**src/countdown_pkg.sv**
```systemverilog
`default_nettype none

package countdown_pkg;

    // matrix geometry, rows and columns alike
    localparam int MATRIX_SIZE = 8;
    localparam int ROW_IDX_W   = 3;

    // digit codes 0..6 are drawn
    localparam int DIGIT_W     = 3;
    localparam int START_DIGIT = 6;

    // code shown after reset, lights nothing
    localparam int BLANK_CODE  = 7;

    // scan clock is 1 kHz
    localparam int TICKS_PER_SEC = 1000;
    localparam int TICK_CNT_W    = 10;

endpackage

`default_nettype wire

```
**src/countdown_ctrl.sv**
```systemverilog
`default_nettype none

module countdown_ctrl (
    input  wire                               clk,
    input  wire                               rst,
    input  wire                               start,
    input  wire                               tick,
    output logic                              restart,
    output logic [countdown_pkg::DIGIT_W-1:0] digit,
    output logic                              done
);
    import countdown_pkg::*;

    logic counting;

    // blank and zero both hold still
    assign counting = (digit != '0) && (digit != DIGIT_W'(BLANK_CODE));

    always_ff @(posedge clk or posedge rst)
    begin
        if (rst)
            restart <= 1'b0;
        else
            restart <= start; // realigns the second divider
    end

    always_ff @(posedge clk or posedge rst)
    begin
        if (rst)
        begin
            digit <= DIGIT_W'(BLANK_CODE);
        end
        else if (start)
        begin
            digit <= DIGIT_W'(START_DIGIT); // reload even mid count
        end
        else if (tick && counting)
        begin
            digit <= digit - 1'b1;
        end
    end

    // one clock pulse on the step from 1 to 0
    always_ff @(posedge clk or posedge rst)
    begin
        if (rst)
            done <= 1'b0;
        else
            done <= !start && tick && (digit == DIGIT_W'(1));
    end

endmodule

`default_nettype wire

```
**src/countdown_top.sv**
```systemverilog
`default_nettype none

module countdown_top (
    input  wire                                   clk,
    input  wire                                   rst,
    input  wire                                   start,
    output logic [countdown_pkg::MATRIX_SIZE-1:0] row,
    output logic [countdown_pkg::MATRIX_SIZE-1:0] colr,
    output logic [countdown_pkg::MATRIX_SIZE-1:0] colg,
    output logic                                  done
);
    import countdown_pkg::*;

    logic               restart;
    logic               tick;
    logic [DIGIT_W-1:0] digit;

    // free running, realigned by restart
    second_tick u_tick (
        .clk     (clk),
        .rst     (rst),
        .restart (restart),
        .tick    (tick)
    );

    countdown_ctrl u_ctrl (
        .clk     (clk),
        .rst     (rst),
        .start   (start),
        .tick    (tick),
        .restart (restart),
        .digit   (digit),
        .done    (done)
    );

    // display lags digit by two clocks
    matrix_scan u_scan (
        .clk   (clk),
        .rst   (rst),
        .digit (digit),
        .row   (row),
        .colr  (colr),
        .colg  (colg)
    );

endmodule

`default_nettype wire

```
**src/matrix_scan.sv**
```systemverilog
`default_nettype none

module matrix_scan (
    input  wire                                   clk,
    input  wire                                   rst,
    input  wire  [countdown_pkg::DIGIT_W-1:0]     digit,
    output logic [countdown_pkg::MATRIX_SIZE-1:0] row,
    output logic [countdown_pkg::MATRIX_SIZE-1:0] colr,
    output logic [countdown_pkg::MATRIX_SIZE-1:0] colg
);
    import countdown_pkg::*;

    logic [DIGIT_W-1:0]     dig_q;
    logic [ROW_IDX_W-1:0]   row_idx;
    logic [MATRIX_SIZE-1:0] glyph;
    logic                   red_on;
    logic                   green_on;

    always_ff @(posedge clk or posedge rst)
    begin
        if (rst)
            dig_q <= DIGIT_W'(BLANK_CODE);
        else
            dig_q <= digit;
    end

    // one row per clock, wraps after row 7
    always_ff @(posedge clk or posedge rst)
    begin
        if (rst)
            row_idx <= '0;
        else
            row_idx <= row_idx + 1'b1;
    end

    // glyphs sit in rows 1..7, row 0 stays dark
    always_comb
    begin
        glyph = '0;
        case (dig_q)
            3'd6:
                case (row_idx)
                    3'd1, 3'd7:       glyph = 8'b0011_1100;
                    3'd2:             glyph = 8'b0110_0000;
                    3'd3:             glyph = 8'b0111_1100;
                    3'd4, 3'd5, 3'd6: glyph = 8'b0110_0110;
                    default:          glyph = '0;
                endcase
            3'd5:
                case (row_idx)
                    3'd1:       glyph = 8'b0111_1110;
                    3'd2:       glyph = 8'b0110_0000;
                    3'd3:       glyph = 8'b0111_1100;
                    3'd4, 3'd5: glyph = 8'b0000_0110;
                    3'd6:       glyph = 8'b0110_0110;
                    3'd7:       glyph = 8'b0011_1100;
                    default:    glyph = '0;
                endcase
            3'd4:
                case (row_idx)
                    3'd1, 3'd6, 3'd7: glyph = 8'b0000_1100;
                    3'd2:             glyph = 8'b0001_1100;
                    3'd3:             glyph = 8'b0010_1100;
                    3'd4:             glyph = 8'b0100_1100;
                    3'd5:             glyph = 8'b0111_1110;
                    default:          glyph = '0;
                endcase
            3'd3:
                case (row_idx)
                    3'd1, 3'd7: glyph = 8'b0011_1100;
                    3'd2, 3'd6: glyph = 8'b0110_0110;
                    3'd3, 3'd5: glyph = 8'b0000_0110;
                    3'd4:       glyph = 8'b0001_1100;
                    default:    glyph = '0;
                endcase
            3'd2:
                case (row_idx)
                    3'd1:    glyph = 8'b0011_1100;
                    3'd2:    glyph = 8'b0110_0110;
                    3'd3:    glyph = 8'b0000_0110;
                    3'd4:    glyph = 8'b0000_1100;
                    3'd5:    glyph = 8'b0011_0000;
                    3'd6:    glyph = 8'b0110_0000;
                    3'd7:    glyph = 8'b0111_1110;
                    default: glyph = '0;
                endcase
            3'd1:
                case (row_idx)
                    3'd1, 3'd2, 3'd4, 3'd5, 3'd6: glyph = 8'b0001_1000;
                    3'd3:                         glyph = 8'b0011_1000;
                    3'd7:                         glyph = 8'b0111_1110;
                    default:                      glyph = '0;
                endcase
            3'd0:
                case (row_idx)
                    3'd1, 3'd7:                   glyph = 8'b0011_1100;
                    3'd2, 3'd3, 3'd4, 3'd5, 3'd6: glyph = 8'b0100_0010;
                    default:                      glyph = '0;
                endcase
            default:
                glyph = '0; // blank code
        endcase
    end

    // colour groups, yellow is both
    always_comb
    begin
        case (dig_q)
            3'd4, 3'd5, 3'd6:
            begin
                red_on   = 1'b1;
                green_on = 1'b0;
            end
            3'd2, 3'd3:
            begin
                red_on   = 1'b1;
                green_on = 1'b1;
            end
            3'd0, 3'd1:
            begin
                red_on   = 1'b0;
                green_on = 1'b1;
            end
            default:
            begin
                red_on   = 1'b0;
                green_on = 1'b0;
            end
        endcase
    end

    always_ff @(posedge clk or posedge rst)
    begin
        if (rst)
        begin
            row  <= '1;
            colr <= '0;
            colg <= '0;
        end
        else
        begin
            row  <= ~(MATRIX_SIZE'(1) << row_idx); // active low select
            colr <= red_on ? glyph : '0;
            colg <= green_on ? glyph : '0;
        end
    end

endmodule

`default_nettype wire

```
**src/second_tick.sv**
```systemverilog
`default_nettype none

module second_tick (
    input  wire  clk,
    input  wire  rst,
    input  wire  restart,
    output logic tick
);
    import countdown_pkg::*;

    logic [TICK_CNT_W-1:0] cnt;

    // strobe on the last clock of each second
    // held off while restart realigns the count
    assign tick = (cnt == TICK_CNT_W'(TICKS_PER_SEC - 1)) && !restart;

    always_ff @(posedge clk or posedge rst)
    begin
        if (rst)
            cnt <= '0;
        else if (restart)
            cnt <= TICK_CNT_W'(1); // restart lands one clock after start
        else if (tick)
            cnt <= '0;
        else
            cnt <= cnt + 1'b1;
    end

endmodule

`default_nettype wire

```
**config.mk**
```make
export PLATFORM = sky130hd
export DESIGN_NAME = countdown_top
export DESIGN_NICKNAME = d
export VERILOG_FILES = /design/src/countdown_pkg.sv /design/src/countdown_ctrl.sv /design/src/countdown_top.sv /design/src/matrix_scan.sv /design/src/second_tick.sv
export SDC_FILE = /design/constraint.sdc
export NUM_CORES = 1
export LEC_CHECK = 0
export BUFFER_PORTS_ARGS = -buffer_cell sky130_fd_sc_hd__clkbuf_2
export CAP_MARGIN = 20
export CORE_MARGIN = 2
export CORE_UTILIZATION = 51
export DETAILED_ROUTE_END_ITERATION = 6
export MAX_ROUTING_LAYER = met4
export PLACE_DENSITY = 0.71
export REMOVE_ABC_BUFFERS = 1
export SLEW_MARGIN = 20
export SYNTH_ARGS = -nofsm -noshare
export SYNTH_HDL_FRONTEND = slang
export SYNTH_SLANG_ARGS = --single-unit
export TNS_END_PERCENT = 50
```
**constraint.sdc**
```tcl
create_clock -name clk -period 2.2 [get_ports clk]
set_input_delay 0.44 -clock clk [delete_from_list [all_inputs] [get_ports clk]]
set_output_delay 0.44 -clock clk [all_outputs]
set_load 0.01 [all_outputs]
```
==> impl_metrics.env, run 1 <==
export IMPL_vias=1719
export IMPL_clock_power_share=0.432
export IMPL_nets=274
export IMPL_antenna_found_initial=0
export IMPL_powerDensity_mw_per_mm2=552
export IMPL_synth_top_cell_area_share=0.301
export IMPL_initial_core_util=0.523
export IMPL_antenna_left=0
export IMPL_finalSetupTns_ns=0
export IMPL_overflow=0
export IMPL_dp_slack_ns=0.182
export IMPL_async_flop_share=1.00
export IMPL_cp_data_arrival_time_ns=2.21
export IMPL_seq_area_frac_synth=0.464
export IMPL_wl_per_cell_um=14.7
export IMPL_clk_pin_slew_ns=0.08
export IMPL_p_comb_frac=0.028
export IMPL_row_count=24
export IMPL_numCtsBuffers=5
export IMPL_crit_fanout=7
export IMPL_synth_edff_count=0
export IMPL_coreArea_mm2=0.00429
export IMPL_place_gp_congestion=0.986
export IMPL_p_switching_uw=310
export IMPL_die_area_mm2=0.00495
export IMPL_synth_top_area_cell="dfrtp_1"
export IMPL_pin_count=28
export IMPL_period_needed_ns=2.05
export IMPL_synth_warnings=0
export IMPL_cts_tree="done"
export IMPL_synth_top_family_by_area="simple AND/OR/NAND/NOR gates"
export IMPL_syn_to_final_growth_pct=14.7
export IMPL_worstSetupPathType="reg2reg"
export IMPL_yosys_most_used_dff="dfrtp_1"
export IMPL_clock_latency_ns=0.30
export IMPL_crit_chain="ha_1 -> ha_1 -> inv_1 -> nand2_1 -> o221ai_1 -> o2111a_1 -> o221ai_1"
export IMPL_track_usage=0.207
export IMPL_synthTopCellsByCount="dfrtp_1 (27), nor2_1 (27), nand2_1 (17)"
export IMPL_hold_violations=0
export IMPL_fin_skew_ns=0.00725
export IMPL_synth_cell_types=56
export IMPL_htreeDepth=2
export IMPL_grt_max_degree=42
export IMPL_port_buffers=23
export IMPL_drv_cap=0
export IMPL_p_leak_nw=1.24
export IMPL_synth_simple_area_share=0.195
export IMPL_syn_inst=223
export IMPL_first_iter_violations=128
export IMPL_internal_power_mw=1.11
export IMPL_synthXorXnorAreaFrac=0.0312
export IMPL_synthTopCellsByArea="dfrtp_1 (30%), dfstp_2 (16%), ha_1 (8.4%)"
export IMPL_clk_path_buf_depth=2
export IMPL_stdcell_area_mm2=0.00258
export IMPL_cts_resized=0
export IMPL_worst_setup_path_end_kind="register"
export IMPL_cts_setup_buffers=0
export IMPL_synthMuxAreaShare=0.0134
export IMPL_period_share=0.932
export IMPL_fmax_mhz=487
export IMPL_synth_compound_area_frac=0.161
export IMPL_regToRegSetupSlack_ns=0.15
export IMPL_dpl_cell_area_mm2=0.00246
export IMPL_viasPerCell=5.56
export IMPL_firstDrtPassIters=4
export IMPL_hpwl_um=3300
export IMPL_grt_pass1_wl_um=7690
export IMPL_worstSetupStartpointType="register"
export IMPL_netlist_area_mm2=0.00225
export IMPL_grt_pass1_vias=1575
export IMPL_setup_ws_ns=0.149
export IMPL_antennaDiodeCount=0
export IMPL_worst_path_max_delay_cell="dfrtp_1"
export IMPL_required_ns=2.36
export IMPL_rsz0062_at_grt="true"
export IMPL_swShare=0.217
export IMPL_utilization=0.600
export IMPL_hp_class="in2async"
export IMPL_slew_violations=0
export IMPL_final_layout_size_suffix_gt1_frac=0.237
export IMPL_die_h_um=70.4
export IMPL_cts_sinks=41
export IMPL_setup_viol=0
export IMPL_critPathMaxStageDelay_ns=0.43
export IMPL_root_buffer="clkbuf_8"
export IMPL_synthAdderAreaFrac=0.0835
export IMPL_cts_hold_buf=0
export IMPL_die_x_um=70.4
export IMPL_status="completed"
export IMPL_drcViolationCount=0
export IMPL_wl_um=4540
export IMPL_power_frac_seq=0.541
export IMPL_synth_seq_cells=41
export IMPL_syn_area_per_cell_um2=10.1
export IMPL_peakVddDrop_mv=0.282
-- cell type report --
type                       instances  area [um^2]
tap                               52         65.1
clock inverter                     2         38.8
sequential                        41         1040
timing repair buffer              33          190
inverter                          15         56.3
multi-input combinational        160         1110
clock buffer                       6         72.6
fill                             364         1720
-- critical path: cells and delay by family, from the launching register on --
| kind | cells | cell delay, ns |
|---|---|---|
| fa+ha+maj | 2 | 0.54 |
| compound gates | 3 | 0.70 |
| buf+inv | 1 | 0.13 |
| simple gates | 1 | 0.10 |
| flops | 1 | 0.43 |
-- cell usage in the layout (no fill, tap or decap), types with 2 or more instances in the layout --
| cell | netlist | routed |
|---|---|---|
| clkbuf_8 | 0 | 5 |
| o221ai_1 | 5 | 5 |
| o21bai_1 | 2 | 2 |
| nand3_1 | 6 | 6 |
| nor2_1 | 27 | 27 |
| a21oi_1 | 6 | 6 |
| nor3_1 | 5 | 5 |
| dfstp_2 | 14 | 14 |
| dfrtp_1 | 27 | 26 |
| xnor2_1 | 5 | 5 |
| inv_1 | 15 | 15 |
| and2_1 | 3 | 3 |
| nor2b_1 | 5 | 5 |
| a21o_1 | 4 | 4 |
| a31oi_1 | 2 | 2 |
| xor2_1 | 3 | 3 |
| o21ai_0 | 7 | 7 |
| clkbuf_2 | 0 | 23 |
| nand4_1 | 3 | 3 |
| nand2b_1 | 4 | 4 |
| conb_1 | 1 | 4 |
| buf_4 | 4 | 10 |
| and3_1 | 2 | 2 |
| mux2i_1 | 3 | 3 |
| nand2_1 | 17 | 17 |
| or4_1 | 2 | 2 |
| ha_1 | 15 | 15 |
| o31ai_1 | 3 | 3 |
-- power by group through the flow --
stage	logic [mW]	registers (mW)	clock network, mW
2_1_floorplan	0.0302	0.782	0
3_3_place_gp	0.0402	0.783	0
3_5_place_dp	0.0406	0.783	0
4_1_cts	0.0406	0.770	0.622
5_1_grt	0.0467	0.772	0.667
6_report	0.0392	0.770	0.615
-- flip-flops by register name, summed over array words and instances, names as in the netlist --
signal          count
u_tick.cnt         10
u_scan.row          8
u_scan.colg         6
u_scan.colr         6
u_ctrl.digit        3
u_scan.dig_q        3
u_scan.row_idx      3
u_ctrl.done         1
u_ctrl.restart      1
-- layer usage --
metal | routed length [um] | track usage | vias to the layer above
li1 | - | - | 837
met1 | 2140 | 0.287 | 792
met2 | 1960 | 0.285 | 81
met3 | 345 | 0.0519 | 9
met4 | 93 | 0.0897 | 0
met5 | 0 | - | -
-- stage by stage --
step	hold slack, ns	total power [mW]	std cells
finish	0.220	1.42	309
global route	0.274	1.49	309
CTS	0.248	1.43	309
detailed placement	0.368	0.824	301
global placement	0.368	0.824	301
floorplan	0.362	0.812	216
-- logic make-up (layout without fill, tap and decap cells) --
kind of cell             count (synthesis)  after routing
AND/OR/NAND/NOR                         84             84
AO/OA/AOI/OAI                           46             46
flip-flops                              41             41
buffers and inverters                   25             56
adder cells (fa/ha/maj)                 15             15
XOR/XNOR                                 8              8
multiplexers                             3              3
other                                    1              4
-- path summary, 6_finish.rpt --
path / start / to / cells past startpoint
setup / recovery: u_scan.row_idx[0] / u_scan.colr[2] / 7
hold / removal: rst / u_tick.cnt[6] / 3
setup reg to reg: u_scan.row_idx[0] / u_scan.colr[2] / 7
hold reg to reg: u_ctrl.digit[1] / u_scan.dig_q[1] / 0
max in group asynchronous: rst / u_scan.row[4] / 3
min in group clk: start / u_ctrl.restart / 1
(Power assumes the default switching activity.)
==> run 2, diff against run 1 <==
--- a/config.mk
+++ b/config.mk
@@ -8,10 +8,10 @@
 export BUFFER_PORTS_ARGS = -buffer_cell sky130_fd_sc_hd__clkbuf_2
 export CAP_MARGIN = 20
 export CORE_MARGIN = 2
-export CORE_UTILIZATION = 51
+export CORE_UTILIZATION = 45
 export DETAILED_ROUTE_END_ITERATION = 6
 export MAX_ROUTING_LAYER = met4
-export PLACE_DENSITY = 0.71
+export PLACE_DENSITY = 0.63
 export REMOVE_ABC_BUFFERS = 1
 export SLEW_MARGIN = 20
 export SYNTH_ARGS = -nofsm -noshare
==> run 2 against run 1 <==
Effect of this change:
- wire length is 3.0% higher
- global-route usage is 1.4 points lower
- first-iteration DRC count is 63% higher
- clock-buffer cell count stayed put
- hold slack better by 0.0099 ns
- clock power is 24% lower
- highest routed layer unchanged
- largest cell class unchanged
- non-clock buffer count is 1 higher
- core utilization is 6.0 points lower
- via count is 0.35% higher
- setup slack worse by 0.0076 ns
- largest power group unchanged
- die area is 13% higher
==> impl_metrics.env, run 2 (same netlist as run 1, synthesis figures left out) <==
export IMPL_status="completed"
export IMPL_powerDensity_mw_per_mm2=498
export IMPL_reg_largest_list="u_tick.cnt: 10 flops, u_scan.row: 8 flops"
export IMPL_final_layout_size_suffix_gt1_frac=0.236
export IMPL_r2r_start="u_scan.row_idx[1]"
export IMPL_track_usage=0.192
export IMPL_hp_class="in2async"
export IMPL_reg2reg_to="u_scan.colr[3]"
export IMPL_p_leak_nw=1.24
export IMPL_crit_end="u_scan.colr[3]"
export IMPL_firstDrtPassIters=4
export IMPL_mostFrequentLayoutCells="nor2_1 (27), dfrtp_1 (27), clkbuf_2 (23)"
export IMPL_required_ns=2.36
export IMPL_largest_reg_flops=10
export IMPL_worstSetupPathType="reg2reg"
export IMPL_clock_latency_ns=0.29
export IMPL_finalSetupTns_ns=0
export IMPL_antenna_left=0
export IMPL_first_iter_violations=209
export IMPL_pin_count=28
export IMPL_clk_path_buf_depth=2
export IMPL_hpwl_um=3490
export IMPL_worst_setup_path_end_kind="register"
export IMPL_wl_per_cell_um=14.4
export IMPL_place_gp_congestion=1.07
export IMPL_wl_um=4670
export IMPL_fmax_mhz=486
export IMPL_initial_core_util=0.473
export IMPL_row_count=25
export IMPL_utilization=0.540
export IMPL_setup_viol=0
export IMPL_viasPerCell=5.31
export IMPL_htreeDepth=2
export IMPL_drcViolationCount=0
export IMPL_reg2regPathDepth=5
export IMPL_regToRegSetupSlack_ns=0.14
export IMPL_final_instance_count_excl_fill=325
export IMPL_cts_setup_buffers=0
export IMPL_dpl_cell_area_mm2=0.00248
export IMPL_grt_pass1_wl_um=7700
export IMPL_port_buffers=23
export IMPL_cts_tree="done"
export IMPL_worstSetupStartpointType="register"
export IMPL_fin_skew_ns=0.00604
export IMPL_nets=275
export IMPL_clk_pin_slew_ns=0.08
export IMPL_grt_pass1_vias=1686
export IMPL_place_inst=317
export IMPL_antenna_found_initial=0
export IMPL_stdcell_area_mm2=0.00257
export IMPL_peakVddDrop_mv=0.239
export IMPL_period_needed_ns=2.06
export IMPL_die_x_um=74.7
export IMPL_nFillCells=456
export IMPL_numCtsBuffers=5
export IMPL_cts_sinks=41
export IMPL_root_buffer="clkbuf_8"
export IMPL_coreArea_mm2=0.00475
export IMPL_rsz0062_at_grt="false"
export IMPL_slew_violations=0
export IMPL_cp_data_arrival_time_ns=2.22
export IMPL_syn_to_final_growth_pct=14.3
export IMPL_hold_violations=0
export IMPL_grt_max_degree=42
export IMPL_drv_cap=0
export IMPL_antennaDiodeCount=0
export IMPL_hold_slack_ns=0.229
export IMPL_top_register="u_tick.cnt"
export IMPL_die_h_um=74.7
export IMPL_period_share=0.936
export IMPL_vias=1725
export IMPL_die_area_mm2=0.00557
export IMPL_overflow=0
export IMPL_crit_path_start="u_scan.row_idx[1]"
export IMPL_crit_fanout=7
run 2: cell types whose count changed in the layout (fill, tap and decap cells not counted):
cell	change
inv_1	-1
dfrtp_1	+1
dfrtp_2	-1
clkinv_2	+2
nor4_1	+1
bufinv_16	-1
buf_4	+1
inv_2	+1
clkinv_4	-1
nor4_2	-1
run 2: critical path, cell delays in order (launching register included):
cell and delay (ns):
dfrtp_1 0.45, ha_1 0.26, ha_1 0.29, or4_1 0.59, a31oi_1 0.20, o221ai_1 0.14
run 2: where the power goes:
group | switching, mW | internal (mW)
combinational | 0.0286 | 0.0113
clock | 0.248 | 0.220
sequential | 0.00730 | 0.762
run 2: repair_timing:
item | in CTS | in global routing
gates resized for setup | 0 | 1
endpoints found under the setup margin | 0 | 1
hold buffers | 0 | 0
hold endpoints to repair | 0 | 0
run 2: how the worst min path moves through the flow:
stage / end / slack [ns] / cells after the start
2_1_floorplan: u_scan.dig_q[1] / 0.36 / 0
4_1_cts: u_tick.cnt[1] / 0.25 / 3
3_5_place_dp: u_scan.dig_q[1] / 0.38 / 0
5_1_grt: u_tick.cnt[1] / 0.29 / 3
6_report: u_tick.cnt[1] / 0.23 / 3
3_3_place_gp: u_scan.dig_q[1] / 0.37 / 0
run 2: per-layer routing:
layer	global-route usage	wire length [um]	vias to the layer above
li1	-	-	843
met1	0.229	2030	803
met2	0.290	2200	59
met3	0.0442	219	20
met4	0.129	228	0
met5	-	0	-
run 2: cell type report:
type,instances,area (um^2),area share
clock inverter,2,10.0,0.00390
inverter,15,56.3,0.0219
tap,67,83.8,0.0327
timing repair buffer,34,198,0.0770
clock buffer,6,72.6,0.0283
multi-input combinational,160,1100,0.430
sequential,41,1040,0.406
run 2: metrics by stage:
| step | total power, mW | setup WS, ns |
|---|---|---|
| 6_report | 1.28 | 0.141 |
| 3_5_place_dp | 0.825 | 0.160 |
| 4_1_cts | 1.30 | 0.143 |
| 2_1_floorplan | 0.812 | 0.193 |
| 5_1_grt | 1.33 | 0.0419 |
| 3_3_place_gp | 0.824 | 0.207 |
==> run 3, diff against run 2 <==
--- a/config.mk
+++ b/config.mk
@@ -7,11 +7,12 @@
 export LEC_CHECK = 0
 export BUFFER_PORTS_ARGS = -buffer_cell sky130_fd_sc_hd__clkbuf_2
 export CAP_MARGIN = 20
-export CORE_MARGIN = 2
+export CORE_MARGIN = 3
 export CORE_UTILIZATION = 45
+export CTS_BUF_LIST = sky130_fd_sc_hd__clkbuf_16
 export DETAILED_ROUTE_END_ITERATION = 6
 export MAX_ROUTING_LAYER = met4
-export PLACE_DENSITY = 0.63
+export PLACE_DENSITY = 0.61
 export REMOVE_ABC_BUFFERS = 1
 export SLEW_MARGIN = 20
 export SYNTH_ARGS = -nofsm -noshare
==> run 3 against run 2 <==
Effect of this change:
- combinational power about the same
- sequential cell count unchanged
- non-clock buffer count decreased by 3
- die area increased by 5.4%
- global-route usage decreased by 1.8 points
- sequential share of layout area decreased by 0.72 points
- sequential power about the same
- via count increased by 0.87%
- register-to-register slack improved by 0.02 ns
- power increased by 18%
- final cell count decreased by 0.92%
- wire length increased by 1.6%
==> impl_metrics.env, run 3 (same netlist as run 1, synthesis figures left out) <==
export IMPL_status="completed"
export IMPL_place_gp_congestion=0.957
export IMPL_grt_pass1_vias=1603
export IMPL_antennaDiodeCount=0
export IMPL_initial_core_util=0.470
export IMPL_clk_path_buf_depth=2
export IMPL_final_layout_size_suffix_gt1_frac=0.239
export IMPL_clock_latency_ns=0.28
export IMPL_hold_violations=0
export IMPL_viasPerCell=5.40
export IMPL_firstDrtPassIters=4
export IMPL_antenna_found_initial=0
export IMPL_place_inst=314
export IMPL_stdcell_area_mm2=0.00261
export IMPL_required_ns=2.34
export IMPL_die_h_um=76.7
export IMPL_wl_um=4750
export IMPL_cts_tree="done"
export IMPL_coreArea_mm2=0.00479
export IMPL_fin_skew_ns=0.00784
export IMPL_htreeDepth=2
export IMPL_mostFrequentLayoutCells="nor2_1 (27), dfrtp_1 (27), clkbuf_2 (23)"
export IMPL_worstSetupStartpointType="register"
export IMPL_syn_to_final_growth_pct=16.3
export IMPL_fmax_mhz=491
export IMPL_rsz0062_at_grt="false"
export IMPL_hp_class="in2async"
export IMPL_row_count=25
export IMPL_nets=272
export IMPL_top_register="u_tick.cnt"
export IMPL_wl_per_cell_um=14.8
export IMPL_cp_data_arrival_time_ns=2.17
export IMPL_largest_reg_flops=10
export IMPL_overflow=0
export IMPL_hpwl_um=3430
export IMPL_first_iter_violations=186
export IMPL_reg2regPathDepth=7
export IMPL_die_area_mm2=0.00588
export IMPL_cts_sinks=41
export IMPL_powerDensity_mw_per_mm2=579
export IMPL_finalSetupTns_ns=0
export IMPL_period_share=0.925
export IMPL_antenna_left=0
export IMPL_final_instance_count_excl_fill=322
export IMPL_track_usage=0.175
export IMPL_dpl_cell_area_mm2=0.00246
export IMPL_port_buffers=23
export IMPL_worstSetupPathType="reg2reg"
export IMPL_grt_max_degree=42
export IMPL_peakVddDrop_mv=0.366
export IMPL_root_buffer="clkbuf_16"
export IMPL_period_needed_ns=2.04
export IMPL_drcViolationCount=0
export IMPL_vias=1740
export IMPL_reg_largest_list="u_tick.cnt: 10 flops, u_scan.row: 8 flops"
export IMPL_slew_violations=0
export IMPL_nFillCells=440
export IMPL_p_leak_nw=1.25
export IMPL_cts_hold_buf=0
export IMPL_clk_pin_slew_ns=0.06
export IMPL_numCtsBuffers=5
export IMPL_die_x_um=76.7
export IMPL_grt_pass1_wl_um=7980
export IMPL_pin_count=28
export IMPL_worst_setup_path_end_kind="register"
export IMPL_crit_fanout=7
export IMPL_setup_viol=0
export IMPL_drv_cap=0
==> run 3: where the power goes <==
group / total [mW] / switching (mW) / leakage [nW] / internal (mW)
clock: 0.702 / 0.287 / 0.0696 / 0.415
sequential: 0.771 / 0.00806 / 0.515 / 0.763
combinational: 0.0402 / 0.0290 / 0.663 / 0.0112
total: 1.51 / 0.324 / 1.25 / 1.19
==> run 3: final timing paths <==
kind,startpoint,end,slack (ns)
min in group clk,start,u_ctrl.restart,0.33
hold reg to reg,u_ctrl.digit[1],u_scan.dig_q[1],0.38
setup / recovery,u_scan.row_idx[1],u_scan.colr[4],0.16
setup reg to reg,u_scan.row_idx[1],u_scan.colr[4],0.16
max in group asynchronous,rst,u_scan.row[4],1.58
hold / removal,rst,u_scan.row_idx[0],0.26
==> run 3: through the flow <==
step            util  power, mW  worst slack, ns  hold WS, ns
2_1_floorplan      -      0.812            0.193        0.362
3_3_place_gp   0.515      0.824            0.126        0.369
3_5_place_dp   0.515      0.825            0.180        0.370
4_1_cts        0.544       1.53            0.134        0.282
5_1_grt        0.546       1.57           0.0113        0.319
6_report       0.546       1.51            0.164        0.262
==> run 3: area by class of cell <==
type                    count  area [um^2]  share of cell area
multi-input cells         160         1110               0.426
flip-flops and latches     41         1040               0.399
repair buffers             31          175              0.0670
clock buffers               5          125              0.0479
well taps                  67         83.8              0.0321
inverters                  15         56.3              0.0215
clock inverters             3         17.5             0.00670
==> run 3: per-layer routing <==
metal,part of all wire,GRT usage,vias to the layer above
met2,0.43,0.233,73
met5,0,-,-
li1,-,-,838
met4,0.019,0.0870,0
met1,0.48,0.244,820
met3,0.077,0.0481,9
==> run 3: critical path: stages (launching register included) <==
cell	delay, ns
dfrtp_1	0.44
ha_1	0.27
ha_2	0.26
nor4_1	0.33
a211o_1	0.14
o211a_1	0.16
o21a_1	0.17
o221ai_1	0.13
==> run 3: timing repair <==
action                     in CTS  in global routing
gates resized for setup         0                  4
setup endpoints to repair       0                  3
buffers inserted                0                  0
